File: src/hdl/ila_pkg.sv
`default_nettype none

package ila_pkg;

  // burst length field width, so at most 255 lines per burst
  localparam int BURST_W = 8;

  typedef enum logic {
    SAVE_ALL,
    SAVE_QUALIFIED
  } save_mode_e;

  // sampled once, when an arm request is accepted
  typedef struct packed {
    save_mode_e             save_mode;
    logic [BURST_W-1:0]     burst_len;
  } capture_cfg_t;

  typedef enum logic [1:0] {
    CAP_IDLE,
    CAP_ARMED,
    CAP_STORE
  } capture_state_e;

  typedef enum logic [1:0] {
    RD_IDLE,
    RD_FETCH,
    RD_LOAD,
    RD_SEND
  } readout_state_e;

  typedef struct packed {
    logic armed;
    logic storing;
    logic reading;
  } ila_status_t;

endpackage

`default_nettype wire

File: src/hdl/capture_ctrl.sv
`timescale 1ns/100ps
`default_nettype none

module capture_ctrl #(
  parameter  int LINE_WIDTH = 64,
  parameter  int MAX_LINES  = 16,
  localparam int ADDR_W     = (MAX_LINES > 1) ? $clog2(MAX_LINES) : 1
) (
  input  logic                        clk,
  input  logic                        rst,
  input  logic [LINE_WIDTH-1:0]       probe_line,
  input  logic                        set_trigger,
  input  logic                        trigger_event,
  input  logic                        qualify,
  input  ila_pkg::capture_cfg_t       cfg,
  input  logic                        readout_busy,
  output logic                        wr_en,
  output logic [ADDR_W-1:0]           wr_addr,
  output logic [LINE_WIDTH-1:0]       wr_line,
  output logic                        capture_done,
  output logic [ila_pkg::BURST_W-1:0] lines_stored,
  output logic                        armed,
  output logic                        storing
);

  localparam logic [ila_pkg::BURST_W-1:0] MAX_LEN = ila_pkg::BURST_W'(MAX_LINES);

  ila_pkg::capture_state_e     state_q;
  ila_pkg::save_mode_e         mode_q;
  logic [ila_pkg::BURST_W-1:0] len_q;
  logic [ila_pkg::BURST_W-1:0] cnt_q;
  logic [ila_pkg::BURST_W-1:0] eff_len;
  logic                        store_hit;
  logic                        last_line;

  // zero means one line, anything past the buffer is cut to its depth
  always_comb begin
    if (cfg.burst_len == '0) begin
      eff_len = ila_pkg::BURST_W'(1);
    end else if (cfg.burst_len > MAX_LEN) begin
      eff_len = MAX_LEN;
    end else begin
      eff_len = cfg.burst_len;
    end
  end

  // trigger line always lands, later lines follow the save mode
  always_comb begin
    case (state_q)
      ila_pkg::CAP_ARMED: store_hit = trigger_event;
      ila_pkg::CAP_STORE: store_hit = (mode_q == ila_pkg::SAVE_ALL) || qualify;
      default:            store_hit = 1'b0;
    endcase
  end

  assign last_line    = store_hit && ((cnt_q + 1'b1) == len_q);
  assign wr_en        = store_hit;
  assign wr_addr      = cnt_q[ADDR_W-1:0];
  assign wr_line      = probe_line;
  assign capture_done = last_line;
  assign lines_stored = len_q;
  assign armed        = (state_q == ila_pkg::CAP_ARMED);
  assign storing      = (state_q == ila_pkg::CAP_STORE);

  always_ff @(posedge clk) begin
    if (rst) begin
      state_q <= ila_pkg::CAP_IDLE;
      mode_q  <= ila_pkg::SAVE_ALL;
      len_q   <= ila_pkg::BURST_W'(1);
      cnt_q   <= '0;
    end else begin
      case (state_q)
        ila_pkg::CAP_IDLE: begin
          // no new arm until the previous burst has been read out
          if (set_trigger && !readout_busy) begin
            state_q <= ila_pkg::CAP_ARMED;
            mode_q  <= cfg.save_mode;
            len_q   <= eff_len;
            cnt_q   <= '0;
          end
        end
        ila_pkg::CAP_ARMED,
        ila_pkg::CAP_STORE: begin
          if (store_hit) begin
            if (last_line) begin
              state_q <= ila_pkg::CAP_IDLE;
            end else begin
              state_q <= ila_pkg::CAP_STORE;
              cnt_q   <= cnt_q + 1'b1;
            end
          end
        end
        default: state_q <= ila_pkg::CAP_IDLE;
      endcase
    end
  end

endmodule

`default_nettype wire

File: src/hdl/ila_top.sv
`timescale 1ns/100ps
`default_nettype none

module ila_top #(
  parameter int LINE_WIDTH   = 64,
  parameter int SAMPLE_WIDTH = 16,
  parameter int MAX_LINES    = 16
) (
  input  logic                  clk,
  input  logic                  rst,
  input  logic [LINE_WIDTH-1:0] probe_line,
  input  logic                  set_trigger,
  input  logic                  trigger_event,
  input  logic                  qualify,
  input  ila_pkg::capture_cfg_t cfg,
  input  logic                  sample_pulled,
  output logic [SAMPLE_WIDTH-1:0] sample,
  output logic                  sample_valid,
  output ila_pkg::ila_status_t  status
);

  localparam int ADDR_W = (MAX_LINES > 1) ? $clog2(MAX_LINES) : 1;

  logic                        wr_en;
  logic [ADDR_W-1:0]           wr_addr;
  logic [LINE_WIDTH-1:0]       wr_line;
  logic                        rd_en;
  logic [ADDR_W-1:0]           rd_addr;
  logic [LINE_WIDTH-1:0]       rd_line;
  logic                        capture_done;
  logic [ila_pkg::BURST_W-1:0] lines_stored;
  logic                        armed;
  logic                        storing;
  logic                        busy;

  capture_ctrl #(.LINE_WIDTH(LINE_WIDTH), .MAX_LINES(MAX_LINES)) capture_i (
    .clk(clk), .rst(rst), .probe_line(probe_line), .set_trigger(set_trigger),
    .trigger_event(trigger_event), .qualify(qualify), .cfg(cfg),
    .readout_busy(busy), .wr_en(wr_en), .wr_addr(wr_addr), .wr_line(wr_line),
    .capture_done(capture_done), .lines_stored(lines_stored),
    .armed(armed), .storing(storing)
  );

  line_buffer #(.LINE_WIDTH(LINE_WIDTH), .MAX_LINES(MAX_LINES)) buffer_i (
    .clk(clk), .wr_en(wr_en), .wr_addr(wr_addr), .wr_line(wr_line),
    .rd_en(rd_en), .rd_addr(rd_addr), .rd_line(rd_line)
  );

  sample_readout #(
    .LINE_WIDTH(LINE_WIDTH), .SAMPLE_WIDTH(SAMPLE_WIDTH), .MAX_LINES(MAX_LINES)
  ) readout_i (
    .clk(clk), .rst(rst), .capture_done(capture_done), .lines_stored(lines_stored),
    .rd_en(rd_en), .rd_addr(rd_addr), .rd_line(rd_line),
    .sample_pulled(sample_pulled), .sample(sample), .sample_valid(sample_valid),
    .busy(busy)
  );

  // readout busy is reported as reading
  assign status = '{armed: armed, storing: storing, reading: busy};

endmodule

`default_nettype wire

File: src/hdl/line_buffer.sv
`timescale 1ns/100ps
`default_nettype none

// simple dual-port line store, inferred
module line_buffer #(
  parameter  int LINE_WIDTH = 64,
  parameter  int MAX_LINES  = 16,
  localparam int ADDR_W     = (MAX_LINES > 1) ? $clog2(MAX_LINES) : 1
) (
  input  logic                  clk,
  input  logic                  wr_en,
  input  logic [ADDR_W-1:0]     wr_addr,
  input  logic [LINE_WIDTH-1:0] wr_line,
  input  logic                  rd_en,
  input  logic [ADDR_W-1:0]     rd_addr,
  output logic [LINE_WIDTH-1:0] rd_line
);

  logic [LINE_WIDTH-1:0] mem [MAX_LINES];

  always_ff @(posedge clk) begin
    if (wr_en) begin
      mem[wr_addr] <= wr_line;
    end
  end

  // one cycle read latency, output holds between reads
  always_ff @(posedge clk) begin
    if (rd_en) begin
      rd_line <= mem[rd_addr];
    end
  end

endmodule

`default_nettype wire

File: src/hdl/sample_readout.sv
`timescale 1ns/100ps
`default_nettype none

module sample_readout #(
  parameter  int LINE_WIDTH   = 64,
  parameter  int SAMPLE_WIDTH = 16,
  parameter  int MAX_LINES    = 16,
  localparam int ADDR_W       = (MAX_LINES > 1) ? $clog2(MAX_LINES) : 1
) (
  input  logic                        clk,
  input  logic                        rst,
  input  logic                        capture_done,
  input  logic [ila_pkg::BURST_W-1:0] lines_stored,
  output logic                        rd_en,
  output logic [ADDR_W-1:0]           rd_addr,
  input  logic [LINE_WIDTH-1:0]       rd_line,
  input  logic                        sample_pulled,
  output logic [SAMPLE_WIDTH-1:0]     sample,
  output logic                        sample_valid,
  output logic                        busy
);

  localparam int               SLICES   = LINE_WIDTH / SAMPLE_WIDTH;
  localparam int               IDX_W    = (SLICES > 1) ? $clog2(SLICES) : 1;
  localparam logic [IDX_W-1:0] LAST_IDX = IDX_W'(SLICES - 1);

  ila_pkg::readout_state_e            state_q;
  logic [ila_pkg::BURST_W-1:0]        lines_left_q;
  logic [ADDR_W-1:0]                  addr_q;
  logic [IDX_W-1:0]                   idx_q;
  logic [SLICES-1:0][SAMPLE_WIDTH-1:0] line_q;
  logic                               pull;
  logic                               last_slice;
  logic                               last_line;

  assign rd_en        = (state_q == ila_pkg::RD_FETCH);
  assign rd_addr      = addr_q;
  assign sample_valid = (state_q == ila_pkg::RD_SEND);
  assign busy         = (state_q != ila_pkg::RD_IDLE);

  // lowest slice of the line goes out first
  assign sample = line_q[idx_q];

  // pulls outside SEND are dropped
  assign pull       = sample_pulled && sample_valid;
  assign last_slice = (idx_q == LAST_IDX);
  assign last_line  = (lines_left_q == ila_pkg::BURST_W'(1));

  // held line, loaded one cycle after the read is issued
  always_ff @(posedge clk) begin
    if (state_q == ila_pkg::RD_LOAD) begin
      line_q <= rd_line;
    end
  end

  always_ff @(posedge clk) begin
    if (rst) begin
      state_q      <= ila_pkg::RD_IDLE;
      lines_left_q <= '0;
      addr_q       <= '0;
      idx_q        <= '0;
    end else begin
      case (state_q)
        ila_pkg::RD_IDLE: begin
          if (capture_done) begin
            state_q      <= ila_pkg::RD_FETCH;
            lines_left_q <= lines_stored;
            addr_q       <= '0;
          end
        end
        ila_pkg::RD_FETCH: begin
          state_q <= ila_pkg::RD_LOAD;
        end
        ila_pkg::RD_LOAD: begin
          state_q <= ila_pkg::RD_SEND;
          idx_q   <= '0;
        end
        ila_pkg::RD_SEND: begin
          if (pull) begin
            if (!last_slice) begin
              idx_q <= idx_q + 1'b1;
            end else if (last_line) begin
              state_q <= ila_pkg::RD_IDLE;
            end else begin
              // next line, valid drops for fetch and load
              state_q      <= ila_pkg::RD_FETCH;
              addr_q       <= addr_q + 1'b1;
              lines_left_q <= lines_left_q - 1'b1;
            end
          end
        end
        default: state_q <= ila_pkg::RD_IDLE;
      endcase
    end
  end

endmodule

`default_nettype wire

File: config.mk
export PLATFORM = sky130hd
export DESIGN_NAME = ila_top
export DESIGN_NICKNAME = d
export VERILOG_FILES = /design/src/hdl/ila_pkg.sv /design/src/hdl/capture_ctrl.sv /design/src/hdl/ila_top.sv /design/src/hdl/line_buffer.sv /design/src/hdl/sample_readout.sv
export SDC_FILE = /design/constraint.sdc
export NUM_CORES = 1
export LEC_CHECK = 0
export BUFFER_PORTS_ARGS = -buffer_cell sky130_fd_sc_hd__buf_2
export CORE_MARGIN = 2
export CORE_UTILIZATION = 60
export DETAILED_ROUTE_END_ITERATION = 7
export PLACE_DENSITY = 0.77
export SLEW_MARGIN = 40
export SYNTH_ARGS = -nofsm -noshare
export SYNTH_HDL_FRONTEND = slang
export SYNTH_HIERARCHICAL = 1
export SYNTH_SLANG_ARGS = --single-unit
File: constraint.sdc
create_clock -name clk -period 8.05 [get_ports clk]
set_input_delay 1.2075 -clock clk [delete_from_list [all_inputs] [get_ports clk]]
set_output_delay 1.2075 -clock clk [all_outputs]
set_load 0.02 [all_outputs]
==> key figures <==
Synthesis
  – Syn Std Cell Area: 0.04536 mm2
  – Top post-synthesis cells by area: edfxtp_1 (76%), mux4_2 (14%), a22oi_1 (2.2%), dfxtp_1 (1.5%), buf_4 (1.3%)
  – Yosys top cell area share: 76.26%
  – Synth cell count leaders: edfxtp_1 (1152), mux4_2 (272), a22oi_1 (134)
  – Most numerous cell in the Yosys netlist: edfxtp_1
  – Top_reg_cell synth: edfxtp_1
  – Register area share after synthesis: 77.81%
  – Number of synthesized flops with an enable pin: 1152
  – Area leader, netlist: edfxtp_1
  – Syn Area/Cell: 21.90 um2
  – Yosys cell types: 73
  – Mapped Cells: 2071
  – Syn Nets: 2163
  – Asr flop ratio synth: 0%
  – YS warnings: 6
  – Yosys reg bits: 1187

Worst setup path
  – Slowest CP cell: buf_4
  – Buf/Inv on CP: 3
  – Max stage delay on crit path: 790 ps
  – Worst-path fanout max: 46
  – Critical setup path kind: flip-flop to flip-flop
  – Family with the most delay on the worst path: simple AND/OR/NAND/NOR gates
  – CP Capture Type: flip-flop
  – Cell mode on critical path: inv_1
  – CP Data Arrival Time: 4260 ps
  – WP data required: 8320 ps
  – CP cell instances: inv_1, ha_1, inv_1, nor2_1, nand3_1, nor2_4, buf_4
  – CP Launch Type: flip-flop

Routing
  – Via Count: 21580
  – DRC: 0
  – DR iter-0 viols: 2729
  – First drt pass iteration count: 5
  – Post-DRT Antenna Nets: 0
  – Vias per cell: 6.721
  – Total wire length: 97.67 mm
  – Drt wl/cell: 30.43 um

Floorplan
  – Die X: 279.0 um
  – Initial Utilization: 60.73%
  – Core ar.: 0.07470 mm2
  – Die area: 0.07782 mm2
  – Num rows: 100
  – Chip height: 279.0 um
  – Top-Level Pins: 99

Clock tree
  – Post-CTS Resized: 0
  – CTS tree: done
  – Clock-pin transition on the worst setup and hold timing paths: 60 ps
  – Post-CTS Repair Setup Buffers: 0
  – Clock Tree Buf Depth: 3
  – Clock Latency Late Sink: 680 ps
  – H-tree depth: 3
  – Clock Tree Root: clkbuf_16
  – Hold bufs inserted after CTS: 0
  – Clk sinks: 1187
  – TritonCTS Buffers: 111

Power and ir drop
  – PwrDens: 252.7 mW/mm2
  – Leakage power: 0.01536 uW
  – Max rail drop VDD: 150.6 uV
  – Final Power: 12670 uW

STA
  – Worst slew margin relative to its limit: 42.00%
  – Period utilisation layout: 49.54%
  – Setup Skew: 37.70 ps
  – Min Tclk post-route: 3988 ps
  – F_max: 250.8 MHz
  – Worst Max-Slew Pin Slew: 870.0 ps
  – Setup TNS: 0 ps
  – Final Hold Fails: 0
  – # setup viols final: 0
  – Unrepaired setup endpoints after global routing: no
  – Final Max Slew Viols: 0

Place
  – HPWL Detailed: 51.06 mm
  – Dpl cell area: 0.04660 mm2
  – Routability congestion estimate: 0.8662
  – Port bufs: 98

Status
  – Outcome: finished clean

Global routing
  – First-pass GRT wire length: 145.0 mm
  – Largest net degree at the start of global routing: 137
  – Number of antenna violations at the first check in global routing: 6
  – GRT Resource Usage Total: 25.57%
  – Grt total ovfl: 0
  – Vias in the first global route: 21940

Cells and area
  – NumNets Final: 2241
  – Proportion of layout cells with a drive suffix above 1: 27.65%
  – Layout area overhead: 10.58%
  – Post-route cell area: 0.05016 mm2
  – Fillers: 4407

Job
  – Max-cap violations: 0

Hold path
  – Min-Delay Path Class: flip-flop to flip-flop
-- sequential cells by signal (all words and copies together), names as in the netlist --
signal / flops
readout_i/state_q: 2
buffer_i/mem: 1024
capture_i/mode_q: 1
readout_i/lines_left_q: 8
capture_i/lines_stored: 8
buffer_i/rd_line: 64
readout_i/line_q: 64
readout_i/idx_q: 2
capture_i/state_q: 2
readout_i/rd_addr: 4
capture_i/cnt_q: 8
-- power breakdown --
group | switching, uW | total [uW] | internal [uW] | leakage, uW
Sequential | 94.0 | 7090 | 7000 | 0.0106
Combinational | 381 | 549 | 168 | 0.00301
Clock | 2220 | 5030 | 2810 | 0.00171
Total | 2700 | 12700 | 9970 | 0.0154
-- final cells by class --
type                    instances  area [um2]  share of cell area, %
flip-flops and latches       1187       35300                  70.38
multi-input cells             692        9006                  17.96
clock buffers                 136        2978                  5.937
well taps                     969        1212                  2.417
repair buffers                142        1101                  2.195
clock inverters                67       491.7                 0.9803
inverters                      15       61.31                 0.1222
diodes                          2       5.005               0.009978
-- stage by stage --
step / utilization [%] / instances / hold WS (ps) / worst slack [ps]
2_1_floorplan: - / 2071 / 400.3 / 1046
3_3_place_gp: 62.03 / 2991 / 404.8 / 3682
3_5_place_dp: 62.38 / 3002 / 404.5 / 3735
4_1_cts: 67.03 / 3205 / 412.9 / 4043
5_1_grt: 67.15 / 3209 / 426.9 / 3902
6_report: 67.15 / 3210 / 415.4 / 4062
-- cell usage in the layout (no fill, tap or decap), drive strengths merged, types with 16 or more instances in the layout --
cell    Yosys  routed
clkbuf     48     136
a22oi     134     134
clkinv      1      54
a21oi      16      16
edfxtp   1152    1152
buf       126     142
mux4      272     272
nand2      84      84
nor2       31      31
inv        14      16
dfxtp      35      35
-- worst paths after layout --
kind	cells past startpoint	end	from	slack [ps]
setup / recovery	7	buffer_i/mem[13][33]$_DFFE_PP_	capture_i/state_q[0]$_SDFFE_PP0P_	4060
hold / removal	0	readout_i/line_q[26]$_DFFE_PN_	buffer_i/rd_line[26]$_DFFE_PP_	420
setup reg to reg	7	buffer_i/mem[13][33]$_DFFE_PP_	capture_i/state_q[0]$_SDFFE_PP0P_	4060
hold reg to reg	0	readout_i/line_q[26]$_DFFE_PN_	buffer_i/rd_line[26]$_DFFE_PP_	420
-- metal layers --
layer	track usage [%]	vias up	wire, um
met5	0	-	23
met4	7.155	4	2167
met3	4.535	174	9298
met2	41.80	1319	48890
met1	36.25	11290	37290
li1	-	8788	-
-- logic make-up after synthesis --
family                     share of synthesized area (%)
DFF                                                77.81
muxes                                              13.62
and+or+nand+nor                                    2.234
AOI/OAI and AO/OA                                  3.156
buffers and inverters                              2.689
adders and majority gates                         0.3586
xor gates and xnor gates                          0.1352
Note: power is estimated with default switching activity, not from simulation.
